**src/rtl/id_pkg.sv**
```systemverilog
/* Shared widths, opcode and format enums, and the fetch and decode structs
   for the RV64I decode stage. */
`default_nettype none

package id_pkg;

  localparam int xlen       = 64;
  localparam int ilen       = 32;
  localparam int reg_addr_w = 5;

  // Values are the ISA major opcodes.
  typedef enum logic [6:0] {
    op_illegal = 7'b0000000,
    op_lui     = 7'b0110111,
    op_auipc   = 7'b0010111,
    op_jal     = 7'b1101111,
    op_jalr    = 7'b1100111,
    op_branch  = 7'b1100011,
    op_load    = 7'b0000011,
    op_store   = 7'b0100011,
    op_imm     = 7'b0010011,
    op_op      = 7'b0110011,
    op_imm_32  = 7'b0011011,
    op_op_32   = 7'b0111011
  } opcode_e;

  typedef enum logic [2:0] {
    fmt_r    = 3'd0,
    fmt_i    = 3'd1,
    fmt_s    = 3'd2,
    fmt_b    = 3'd3,
    fmt_u    = 3'd4,
    fmt_j    = 3'd5,
    fmt_none = 3'd6
  } itype_e;

  typedef struct packed {
    logic [ilen-1:0] inst;
    logic [xlen-1:0] pc;
    logic [xlen-1:0] pc_pred;
  } fetch_t;

  typedef struct packed {
    itype_e                itype;
    opcode_e               opcode;
    logic [2:0]            funct3;
    logic [6:0]            funct7;
    logic [reg_addr_w-1:0] rd;
    logic                  rs1_ren;
    logic                  rs2_ren;
    logic                  memren;
    logic                  memwen;
    logic [xlen-1:0]       op1;
    logic [xlen-1:0]       op2;
    logic [xlen-1:0]       t1;
    logic [xlen-1:0]       memaddr;
    logic [xlen-1:0]       memwdata;
    logic [xlen-1:0]       pc_pred;
  } decode_t;

endpackage

`default_nettype wire

```
**src/rtl/id_stage.sv**
```systemverilog
/* Decode stage: fetch latch, decoded request handshake and decoder. */
`timescale 1ns/1ps
`default_nettype none

module id_stage (
  input  wire logic                    clk,
  input  wire logic                    rst,
  input  wire logic                    fetched_req_i,
  input  id_pkg::fetch_t               fetch_i,
  input  wire logic [id_pkg::xlen-1:0] rs1_data_i,
  input  wire logic [id_pkg::xlen-1:0] rs2_data_i,
  input  wire logic                    decoded_ack_i,
  output logic                         decoded_req_o,
  output id_pkg::decode_t              decode_o
);

  id_pkg::fetch_t          fetch_q;
  logic [id_pkg::xlen-1:0] rs1_q;
  logic [id_pkg::xlen-1:0] rs2_q;

  // A zero instruction decodes as illegal, so the cleared latch is inert.
  always_ff @(posedge clk) begin
    if (rst) begin
      fetch_q <= '0;
      rs1_q   <= '0;
      rs2_q   <= '0;
    end else if (fetched_req_i) begin
      fetch_q <= fetch_i;
      rs1_q   <= rs1_data_i;
      rs2_q   <= rs2_data_i;
    end
  end

  // New fetch wins over an acknowledge.
  always_ff @(posedge clk) begin
    if (rst) begin
      decoded_req_o <= 1'b0;
    end else if (fetched_req_i) begin
      decoded_req_o <= 1'b1;
    end else if (decoded_ack_i) begin
      decoded_req_o <= 1'b0;
    end
  end

  inst_decoder u_inst_decoder (
    .inst_i     (fetch_q.inst),
    .pc_i       (fetch_q.pc),
    .pc_pred_i  (fetch_q.pc_pred),
    .rs1_data_i (rs1_q),
    .rs2_data_i (rs2_q),
    .dec_o      (decode_o)
  );

endmodule

`default_nettype wire

```
**src/rtl/imm_gen.sv**
```systemverilog
/* Immediate extraction for the I, S, B, U and J formats,
   sign-extended to 64 bits. */
`timescale 1ns/1ps
`default_nettype none

module imm_gen (
  input  wire logic [id_pkg::ilen-1:0] inst_i,
  output logic      [id_pkg::xlen-1:0] imm_i_o,
  output logic      [id_pkg::xlen-1:0] imm_s_o,
  output logic      [id_pkg::xlen-1:0] imm_b_o,
  output logic      [id_pkg::xlen-1:0] imm_u_o,
  output logic      [id_pkg::xlen-1:0] imm_j_o
);

  logic sign;

  assign sign = inst_i[31];

  assign imm_i_o = {{52{sign}}, inst_i[31:20]};

  assign imm_s_o = {{52{sign}}, inst_i[31:25], inst_i[11:7]};

  // Branch offsets are in units of two bytes.
  assign imm_b_o = {
    {51{sign}},
    inst_i[31],
    inst_i[7],
    inst_i[30:25],
    inst_i[11:8],
    1'b0
  };

  assign imm_u_o = {{32{sign}}, inst_i[31:12], 12'b0};

  assign imm_j_o = {
    {43{sign}},
    inst_i[31],
    inst_i[19:12],
    inst_i[20],
    inst_i[30:21],
    1'b0
  };

endmodule

`default_nettype wire

```
**src/rtl/inst_decoder.sv**
```systemverilog
/* Combinational RV64I decoder: opcode and format classification,
   operand selection, memory controls and jump or branch targets. */
`timescale 1ns/1ps
`default_nettype none

module inst_decoder (
  input  wire logic [id_pkg::ilen-1:0] inst_i,
  input  wire logic [id_pkg::xlen-1:0] pc_i,
  input  wire logic [id_pkg::xlen-1:0] pc_pred_i,
  input  wire logic [id_pkg::xlen-1:0] rs1_data_i,
  input  wire logic [id_pkg::xlen-1:0] rs2_data_i,
  output id_pkg::decode_t              dec_o
);

  logic [id_pkg::xlen-1:0] imm_i;
  logic [id_pkg::xlen-1:0] imm_s;
  logic [id_pkg::xlen-1:0] imm_b;
  logic [id_pkg::xlen-1:0] imm_u;
  logic [id_pkg::xlen-1:0] imm_j;
  logic [id_pkg::xlen-1:0] rs1_plus_i;
  logic [id_pkg::xlen-1:0] rs1_plus_s;
  logic [id_pkg::xlen-1:0] pc_plus_b;
  logic [id_pkg::xlen-1:0] pc_plus_j;
  id_pkg::opcode_e         opc;

  imm_gen u_imm_gen (
    .inst_i  (inst_i),
    .imm_i_o (imm_i),
    .imm_s_o (imm_s),
    .imm_b_o (imm_b),
    .imm_u_o (imm_u),
    .imm_j_o (imm_j)
  );

  assign rs1_plus_i = rs1_data_i + imm_i;
  assign rs1_plus_s = rs1_data_i + imm_s;
  assign pc_plus_b  = pc_i + imm_b;
  assign pc_plus_j  = pc_i + imm_j;

  // Anything outside the supported major opcodes is illegal.
  always_comb begin
    case (inst_i[6:0])
      id_pkg::op_lui, id_pkg::op_auipc, id_pkg::op_jal, id_pkg::op_jalr,
      id_pkg::op_branch, id_pkg::op_load, id_pkg::op_store, id_pkg::op_imm,
      id_pkg::op_op, id_pkg::op_imm_32, id_pkg::op_op_32:
        opc = id_pkg::opcode_e'(inst_i[6:0]);
      default:
        opc = id_pkg::op_illegal;
    endcase
  end

  always_comb begin
    dec_o         = '0;
    dec_o.itype   = id_pkg::fmt_none;
    dec_o.opcode  = opc;
    dec_o.pc_pred = pc_pred_i;
    if (opc != id_pkg::op_illegal) begin
      dec_o.funct3 = inst_i[14:12];
      dec_o.funct7 = inst_i[31:25];
      dec_o.rd     = inst_i[11:7];
    end
    case (opc)
      id_pkg::op_lui: begin
        dec_o.itype = id_pkg::fmt_u;
        dec_o.op2   = imm_u;
      end
      id_pkg::op_auipc: begin
        dec_o.itype = id_pkg::fmt_u;
        dec_o.op1   = pc_i;
        dec_o.op2   = imm_u;
      end
      id_pkg::op_jal: begin
        dec_o.itype = id_pkg::fmt_j;
        dec_o.op1   = pc_i;
        dec_o.op2   = 64'd4;
        dec_o.t1    = pc_plus_j;
      end
      id_pkg::op_jalr: begin
        dec_o.itype   = id_pkg::fmt_i;
        dec_o.rs1_ren = 1'b1;
        dec_o.op1     = pc_i;
        dec_o.op2     = 64'd4;
        dec_o.t1      = {rs1_plus_i[id_pkg::xlen-1:1], 1'b0};
      end
      id_pkg::op_branch: begin
        // No destination register.
        dec_o.itype   = id_pkg::fmt_b;
        dec_o.rd      = '0;
        dec_o.rs1_ren = 1'b1;
        dec_o.rs2_ren = 1'b1;
        dec_o.op1     = rs1_data_i;
        dec_o.op2     = rs2_data_i;
        dec_o.t1      = pc_plus_b;
      end
      id_pkg::op_load: begin
        dec_o.itype   = id_pkg::fmt_i;
        dec_o.rs1_ren = 1'b1;
        dec_o.memren  = 1'b1;
        dec_o.op1     = rs1_data_i;
        dec_o.op2     = imm_i;
        dec_o.memaddr = rs1_plus_i;
      end
      id_pkg::op_store: begin
        dec_o.itype    = id_pkg::fmt_s;
        dec_o.rd       = '0;
        dec_o.rs1_ren  = 1'b1;
        dec_o.rs2_ren  = 1'b1;
        dec_o.memwen   = 1'b1;
        dec_o.op1      = rs1_data_i;
        dec_o.op2      = imm_s;
        dec_o.memaddr  = rs1_plus_s;
        dec_o.memwdata = rs2_data_i;
      end
      id_pkg::op_imm, id_pkg::op_imm_32: begin
        dec_o.itype   = id_pkg::fmt_i;
        dec_o.rs1_ren = 1'b1;
        dec_o.op1     = rs1_data_i;
        dec_o.op2     = imm_i;
      end
      id_pkg::op_op, id_pkg::op_op_32: begin
        dec_o.itype   = id_pkg::fmt_r;
        dec_o.rs1_ren = 1'b1;
        dec_o.rs2_ren = 1'b1;
        dec_o.op1     = rs1_data_i;
        dec_o.op2     = rs2_data_i;
      end
      default: begin
        dec_o.itype = id_pkg::fmt_none;
      end
    endcase
  end

endmodule

`default_nettype wire

```
**config.mk**
```make
export PLATFORM = sky130hd
export DESIGN_NAME = id_stage
export DESIGN_NICKNAME = d
export VERILOG_FILES = /design/src/rtl/id_pkg.sv /design/src/rtl/id_stage.sv /design/src/rtl/imm_gen.sv /design/src/rtl/inst_decoder.sv
export SDC_FILE = /design/constraint.sdc
export NUM_CORES = 1
export LEC_CHECK = 0
export BUFFER_PORTS_ARGS = -buffer_cell sky130_fd_sc_hd__buf_2
export CELL_PAD_IN_SITES_DETAIL_PLACEMENT = 2
export CELL_PAD_IN_SITES_GLOBAL_PLACEMENT = 2
export CORE_UTILIZATION = 28
export DETAILED_ROUTE_END_ITERATION = 16
export PLACE_DENSITY_LB_ADDON = 0.1
export SYNTH_ARGS = -nofsm -noshare
export SYNTH_HDL_FRONTEND = slang
export SYNTH_HIERARCHICAL = 1
export SYNTH_SLANG_ARGS = --single-unit
```
**constraint.sdc**
```tcl
create_clock -name clk -period 7.95 [get_ports clk]
set_input_delay 1.59 -clock clk [delete_from_list [all_inputs] [get_ports clk]]
set_output_delay 1.59 -clock clk [all_outputs]
set_load 0.05 [all_outputs]
```
# After elaboration in Yosys (flattened, before gate mapping)
# Cells that the tools add are included.
# word_totals
n_memories	0
ramBits	0
latchBits	0
regBits	289
in_bits	292
mem_bits_ro	0
wordCells	61
# op_classes
magnitude_cmp	0
addsub	4
eq_ne	22
reduce_logical	14
n_mux	15
bitwise_logic	0
n_div	0
shifts	0
n_mul	0
# ops
op	count
$pmux 64 s5	1
$add 64x64->64	4
$pmux 64 s2	2
$pmux 64 s3	1
$mux 64	1
$eq 7x6->1 const B	8
$eq 7x5->1 const B	6
$eq 7x7->1 const B	6
$pmux 3 s6	1
$mux 15	1
$eq 7x2->1 const B	2
$reduce_or 11->1	1
$reduce_or 3->1	3
$reduce_or 2->1	4
$reduce_or 4->1	2
$reduce_or 8->1	1
$mux 7	1
$reduce_bool 7->1	1
$reduce_or 7->1	1
$mux 1	6
$mux 5	1
$reduce_bool 2->1	1

# Logic depth before layout (Yosys ltp)
# Gate-level depths: netlist of run 1.
# logic_depth
ltp_word	6
depth_mapped	19

# Hierarchy
# Netlist of run 1, hierarchy kept.
# modules_own_cells
module	cells_per_inst	seq_area_each_um2	area_per_inst_um2	instances
inst_decoder	2405	0.0	16229.3	1
id_stage	932	5785.5	10227.3	1
imm_gen	321	0.0	2406.1	1

# Worst setup path before layout of run 1
# Ideal clock, no wire load.
# synth_timing
path_type	register to output
start	register fetch_q[159] (netlist name)
end	output port decode_o[249] (netlist name)
arrival_time_ns	7.918
path_stages_with_launch	15
t_required_ns	6.360
path_slack_ns	-1.558
path_cell_list	dfxtp_1 buf_4 mux2_2 ha_1 a21oi_1 o21a_1 nor2_1 or3_1 o31a_1 nor4_2 o31ai_2 a211oi_1 a21oi_1 xnor2_1 o21ai_0
# synth_lines
item	line	source
start: declaration	id_stage.sv:17	id_pkg::fetch_t fetch_q;
start signal: assignment	id_stage.sv:28	fetch_q <= fetch_i;
end: declaration	id_stage.sv:14	output id_pkg::decode_t decode_o

==> results of run 1 <==
[cells by family (layout without fill, tap and decap cells)]
| kind of cell | Yosys count | count (layout) | synth area share |
|---|---|---|---|
| xor gates and xnor gates | 181 | 181 | 0.0549 |
| DFF | 289 | 289 | 0.200 |
| other | 1 | 23 | 0.000130 |
| adders and majority gates | 207 | 207 | 0.0905 |
| and+or+nand+nor | 1057 | 1057 | 0.164 |
| muxes | 357 | 357 | 0.127 |
| AOI/OAI and AO/OA | 908 | 908 | 0.220 |
| buffers and inverters | 658 | 868 | 0.144 |
[worst max-delay path, stage by stage, from the launching register on]
cell,delay [ns]
dfxtp_1,0.52
nand2b_1,0.17
nor4_4,0.32
nand2_8,0.31
mux2_2,0.41
ha_1,0.35
and4_1,0.23
o21a_1,0.13
o31ai_1,0.60
a21oi_1,0.22
o2111ai_1,0.42
a21oi_1,0.20
a211oi_2,0.21
buf_4,0.17
o21ai_1,0.13
a21oi_1,0.19
xnor2_1,0.10
o21ai_1,0.27
buf_2,0.33
[path summary, 6_finish.rpt]
kind	start	end	slack, ns	cells after the start
setup / recovery	fetch_q[133]	decode_o[234]	0.44	18
setup reg to reg	fetch_q[159]	fetch_q[159]	5.21	4
hold / removal	decoded_req_o	decoded_req_o	0.48	2
hold reg to reg	decoded_req_o	decoded_req_o	0.48	2
[metal layers]
| metal | part of all wire | global-route usage | wire [microns] |
|---|---|---|---|
| met5 | 0.0015 | 0 | 215 |
| met1 | 0.47 | 0.351 | 65700 |
| met2 | 0.46 | 0.427 | 65200 |
| met3 | 0.052 | 0.0502 | 7330 |
| met4 | 0.017 | 0.0540 | 2340 |
[registers in the layout (all words and copies together) (netlist names)]
name	cells
fetch_q	160
rs1_q	64
decoded_req_o	1
rs2_q	64
[layout by cell type (no fill, tap or decap), types with 39 or more instances in the layout]
cell	netlist	final
a21oi_1	215	215
mux2i_1	293	293
nor2_1	390	389
dfxtp_1	289	288
o21ai_0	163	162
a21o_1	104	104
buf_2	24	703
and3_1	84	83
clkbuf_16	0	39
nand2_1	353	350
nand4_1	53	53
inv_1	58	58
nand3_1	45	45
o21bai_1	42	42
mux2_2	63	63
a222oi_1	63	63
ha_1	204	204
xor2_1	77	77
a22o_1	89	89
xnor2_1	104	104
[final cells by class]
type                       instances  area, sq um  share of cell area
multi-input combinational       2724        19100               0.597
sequential                       289         5790               0.181
timing repair buffer             740         3860               0.121
tap                             1368         1710              0.0536
clock buffer                      54         1090              0.0342
inverter                          60          228             0.00713
clock inverter                    14          168             0.00525
antenna                            9         22.5            0.000705
[timing repair]
action,CTS,global route
setup buffers,0,0
hold buffers,0,0
setup endpoints to repair,0,3
gates resized for setup,0,4
[where the power goes]
group / switching, uW / internal (uW)
logic: 727 / 413
clock network: 777 / 1030
registers: 138 / 1540
[per-stage QoR]
stage               hold WS, ns  cells  area (sq um)   util  power (uW)
floorplan                 0.455   3671         28900      -        2590
global route              0.507   5254         31900  0.313        4850
global placement          0.469   5181         30600  0.300        2830
detailed placement        0.473   5181         30600  0.300        2840
finish                    0.483   5258         31900  0.313        4620
CTS                       0.484   5249         31900  0.313        4690
==> metrics.yaml, run 1 <==
die:
  die_w_microns: 323
  fp-row-count: 117
  ioPinCount: 706
  die_y_microns: 323
  design.core.area_sq_um: 102000
  dieArea_sq_um: 104000
  initial_core_util: 0.283
global_route:
  grt_max_degree: 140
  grt_pass1_vias: 28500
  grt_pass1_wl_microns: 202000
  antenna_found_initial: 29
  grt_util_all_layers: 0.260
  grt_overflow: 0
sta:
  slew_viol_final: 0
  fmax_ghz: 0.133
  rsz0062_at_grt: "no"
  finalCritPeriodShare: 0.945
  tightest_slew_ns: 1.10
  final_hold_viol_count: 0
  fin_worst_skew_ns: 0
  relSlewSlack: 0.270
  min_period_ns: 7.51
  fin_setup_tns_ns: 0
  setup_viol: 0
  layout_setup_ws_ns: 0.438
route:
  avgViaCountPerCell: 5.28
  wirelength_microns: 141000
  ant_nets: 0
  first_iter_violations: 1583
  first_pass_iters: 10
  drc: 0
  wl_per_cell_microns: 26.8
  vias: 27800
outcome:
  run_status: "completed"
power_and_ir_drop:
  powerDensity_nw_per_um2: 145
  power_leakage_uw: 0.0162
  peakVddDrop_mv: 0.133
synth:
  yosys.cell_count.top_type: "buf_4"
  synth_top_area_cell: "dfxtp_1"
  synth_common_cells: "buf_4, nor2_1, nand2_1"
  synth-edff-count: 0
  synth_top_area_frac: 0.200
  syn_area_sq_um: 28900
  synthTopCellsByArea: "dfxtp_1, buf_4, mux2i_1"
  synth_seq_area_share: 0.200
  synth.avg_cell_area_sq_um: 7.89
  async_flop_share: 0
  synthCells: 3658
  synthFlopType: "dfxtp_1"
  ys_warn_count: 6
  ys_types: 94
  ys_seq_elements: 289
setup_path:
  critPathKind: "reg -> out"
  end_kind: "output port"
  crit_arrival_ns: 5.92
  cp_max_fo: 49
  start_kind: "register"
  required_ns: 6.36
cells_and_area:
  nFillCells: 12000
  final_nets: 4353
  area_delta_synth_final_pct: 10.7
  layout-drive-gt1-share: 0.238
job:
  drv_cap: 0
place:
  dpl_worst_slack_ns: 0.898
  place.gp.congestion: 0.889
  place.detailed.hpwl_microns: 111000
  io_buffers: 705
hold_path:
  worstHoldPathType: "reg -> reg"
cts:
  cts_inserted_buffers: 39
  cts.sinks: 289
  cts_tree: "built"
  clockBufferDepth: 3
  cts_max_level: 2
  cts-root-buf: "clkbuf_16"
  path_clk_slew_ns: 0.06
  clk-insertion-delay-late_ns: 0.61
Note: power is estimated with default switching activity, not from simulation.
==> inputs of run 2 (changes only) <==
CORE_UTILIZATION = 27   (was 28)
GPL_TIMING_DRIVEN = 0   (was not set)
SYNTH_HIERARCHICAL = not set   (was 1)
==> metrics.yaml, run 2 <==
sta:
  finalCritPeriodShare: 0.976  # +0.0311
  slew_viol_final: 0  # unchanged
  fmax_ghz: 0.129  # -3.2%
  relSlewSlack: 0.138  # -0.131
  final_hold_viol_count: 0  # unchanged
  setup_viol: 0  # unchanged
  tightest_slew_ns: 1.29  # +0.192 ns
  fin_worst_skew_ns: 0  # unchanged
  rsz0062_at_grt: "no"
  min_period_ns: 7.76  # +0.248 ns
  layout_setup_ws_ns: 0.191  # -0.248 ns
cts:
  cts-root-buf: "clkbuf_16"
  hold_buffers: 0  # unchanged
  cts.sinks: 289  # unchanged
  cts_max_level: 2  # unchanged
  path_clk_slew_ns: 0.06  # about the same
  cts_inserted_buffers: 37  # -5.1%
  cts_tree: "built"
  clk-insertion-delay-late_ns: 0.58  # -0.03 ns
  clockBufferDepth: 3  # unchanged
global_route:
  grt_pass1_vias: 28700  # +0.54%
  grt_pass1_wl_microns: 211000  # +4.4%
  antenna_found_initial: 53  # +83%
  grt_util_all_layers: 0.322  # +0.0616
  grt_max_degree: 61  # -56%
  grt_overflow: 0  # unchanged
setup_path:
  end_kind: "output port"
  required_ns: 6.36  # about the same
  slowest_delay_ns: 0.89  # +0.29 ns
  worst_r2r_endpoint: "fetch_q[159]"
  rr_startpoint: "fetch_q[159]"
  reg2reg_depth: 3  # -1
  critPathKind: "reg -> out"
  crit_arrival_ns: 6.17  # +0.25 ns
  cp_max_fo: 10  # -80%
  r2r_setup_slack_ns: 6.61  # +1.40 ns
  start_kind: "register"
  crit_top_cell: "buf_4"
  critical_path.cell_chain: "clkbuf_1 -> nor2_1 -> nand4_1 -> buf_4 -> buf_4 -> mux2_2 -> ha_1 -> a21o_1 -> a21oi_1 -> o21ai_1 -> a211o_1 -> a21boi_1 -> o41ai_4 -> a311oi_2 -> o31ai_1 -> xnor2_1 -> o22ai_1 -> buf_2"
  cpMaxStageDelayCell: "o41ai_4"
die:
  dieArea_sq_um: 89200  # -15%
  initial_core_util: 0.273  # -0.00953
  ioPinCount: 706  # unchanged
  die_y_microns: 299  # -7.6%
  fp-row-count: 108  # -7.7%
  design.core.area_sq_um: 86900  # -15%
  die_w_microns: 299  # -7.6%
synth:
  ys_warn_count: 0  # -6
  syn-num-nets: 3506
  synth-xor-area-share: 0.0465  # -0.00846
  ys_types: 79  # -16%
  synth-edff-count: 0  # unchanged
  synth.avg_cell_area_sq_um: 7.72  # -2.1%
  yosys.cell_count.top_type: "nor2_1"
  synth_seq_area_share: 0.244  # +0.0431
  synthTopCellsByArea: "dfxtp_1, mux2i_1, ha_1"
  synthSimpleGateAreaFrac: 0.177  # +0.0139
  syn_area_sq_um: 23800  # -18%
  ys_seq_elements: 289  # unchanged
  synth_top_area_cell: "dfxtp_1"
  async_flop_share: 0  # unchanged
  synth_top_family_by_area: "compound AO/OA/AOI/OAI gates"
  synth_compound_area_frac: 0.272  # +0.0515
  synthCells: 3076  # -16%
  synth_fa_ha_area_frac: 0.0736  # -0.0169
  synth_common_cells: "nor2_1, mux2i_1, dfxtp_1"
  synth_top_area_frac: 0.244  # +0.0431
  synthMuxAreaShare: 0.125  # -0.00204
  synthFlopType: "dfxtp_1"
power_and_ir_drop:
  peakVddDrop_mv: 0.139  # +4.7%
  powerDensity_nw_per_um2: 156  # +7.6%
  power_leakage_uw: 0.0148  # -8.3%
place:
  io_buffers: 703  # -0.28%
  place.gp.congestion: 0.938  # +5.5%
  place.detailed.hpwl_microns: 124000  # +12%
  place_inst: 4937  # -4.7%
  dpl_worst_slack_ns: 0.158  # -0.740 ns
route:
  wl_per_cell_microns: 29.9  # +12%
  first_pass_iters: 5  # -5
  wirelength_microns: 151000  # +6.9%
  drc: 0  # unchanged
  first_iter_violations: 1959  # +24%
  vias: 28000  # +0.77%
  ant_nets: 0  # unchanged
  avgViaCountPerCell: 5.56  # +5.4%
hold_path:
  min-delay-start: "decoded_req_o"
  holdPathEnd: "decoded_req_o"
  hold_depth: 2  # unchanged
  worstHoldPathType: "reg -> reg"
outcome:
  run_status: "completed"
cells_and_area:
  final_nets: 4255  # -2.3%
  regMostFlops: "fetch_q"
  largest_registers: "fetch_q x160, rs1_q x64, rs2_q x64"
  largest_reg_flops: 160  # unchanged
  layout-drive-gt1-share: 0.229  # -0.00859
  layout_common_cells: "buf_2, nor2_1, mux2i_1"
  fin_cells: 5027  # -4.4%
  area_delta_synth_final_pct: 27.3
  final_common_cell: "buf_2"
job:
  drv_cap: 0  # unchanged
## run 2: cell types whose count changed after synthesis, sizes merged, moves of 28 or more
cell,previous run,this run
mux2,64,4
a222oi,63,0
and2,33,80
o22ai,31,77
a221oi,5,33
nand2,353,170
ha,204,135
a21oi,220,265
buf,446,106
nor2,392,448
xor2,77,46
o21ai,186,157
and3,85,14
## run 2: worst max path at each step
stage	startpoint	depth (start not counted)	endpoint	slack, ns
2_1_floorplan	fetch_q[159]	14	decode_o[254]	0.48
4_1_cts	fetch_q[128]	19	decode_o[255]	0.01
3_5_place_dp	fetch_q[128]	16	decode_o[250]	0.16
3_3_place_gp	fetch_q[159]	15	decode_o[250]	-2.91
6_report	fetch_q[132]	18	decode_o[250]	0.19
5_1_grt	fetch_q[132]	21	decode_o[255]	0.02
## run 2: critical path: cells and delay by family, from the launching register on
family                   cells  cell delay [ns]
adder cells (fa/ha/maj)      1             0.38
XOR/XNOR                     1             0.11
AO/OA/AOI/OAI                9             3.04
AND/OR/NAND/NOR              2             0.25
flip-flops                   1             0.36
multiplexers                 1             0.32
buffers and inverters        4             1.05
## run 2: layout make-up
| class | instances | area (sq um) |
|---|---|---|
| multi-input cells | 2456 | 16500 |
| plain buffers | 277 | 1290 |
| flip-flops and latches | 289 | 5790 |
| clock buffers | 52 | 1080 |
| diodes | 20 | 50.0 |
| inverters | 54 | 203 |
| clock inverters | 14 | 226 |
| fillers | 10400 | 56700 |
| well taps | 1155 | 1450 |
| repair buffers | 710 | 3620 |
## run 2: routing by layer
| layer | global-route usage | wire length (microns) |
|---|---|---|
| met2 | 0.557 | 72400 |
| met5 | 0 | 187 |
| met3 | 0.0563 | 8900 |
| met1 | 0.405 | 64100 |
| met4 | 0.0960 | 4980 |
## run 2: where the power goes
part	total, uW	switching (uW)	internal, uW
Clock	1850	759	1090
Sequential	1640	107	1540
Combinational	1220	822	394
Total	4710	1690	3020
## run 2: what timing repair did
item / 4_1_cts / 5_1_grt
setup buffers: 0 / 3
resized for setup: 3 / 3
hold endpoints to repair: 0 / 0
pin swaps: 0 / 1
setup endpoints to repair: 6 / 10
## run 2: logic make-up after synthesis
logic type / Yosys count
buffers and inverters: 331
AND/OR/NAND/NOR: 928
flip-flops: 289
AO/OA/AOI/OAI: 969
multiplexers: 295
XOR/XNOR: 126
adder cells (fa/ha/maj): 138
## run 2: metrics by stage
stage / area [sq um] / power [uW] / utilization / hold slack (ns) / setup TNS, ns
2_1_floorplan: 23800 / 2420 / - / 0.462 / 0
5_1_grt: 30200 / 4890 / 0.348 / 0.526 / 0
6_report: 30200 / 4710 / 0.348 / 0.486 / 0
3_3_place_gp: 28700 / 2850 / 0.330 / 0.472 / -149.21
4_1_cts: 30100 / 4740 / 0.347 / 0.490 / 0
3_5_place_dp: 28800 / 2870 / 0.331 / 0.477 / 0
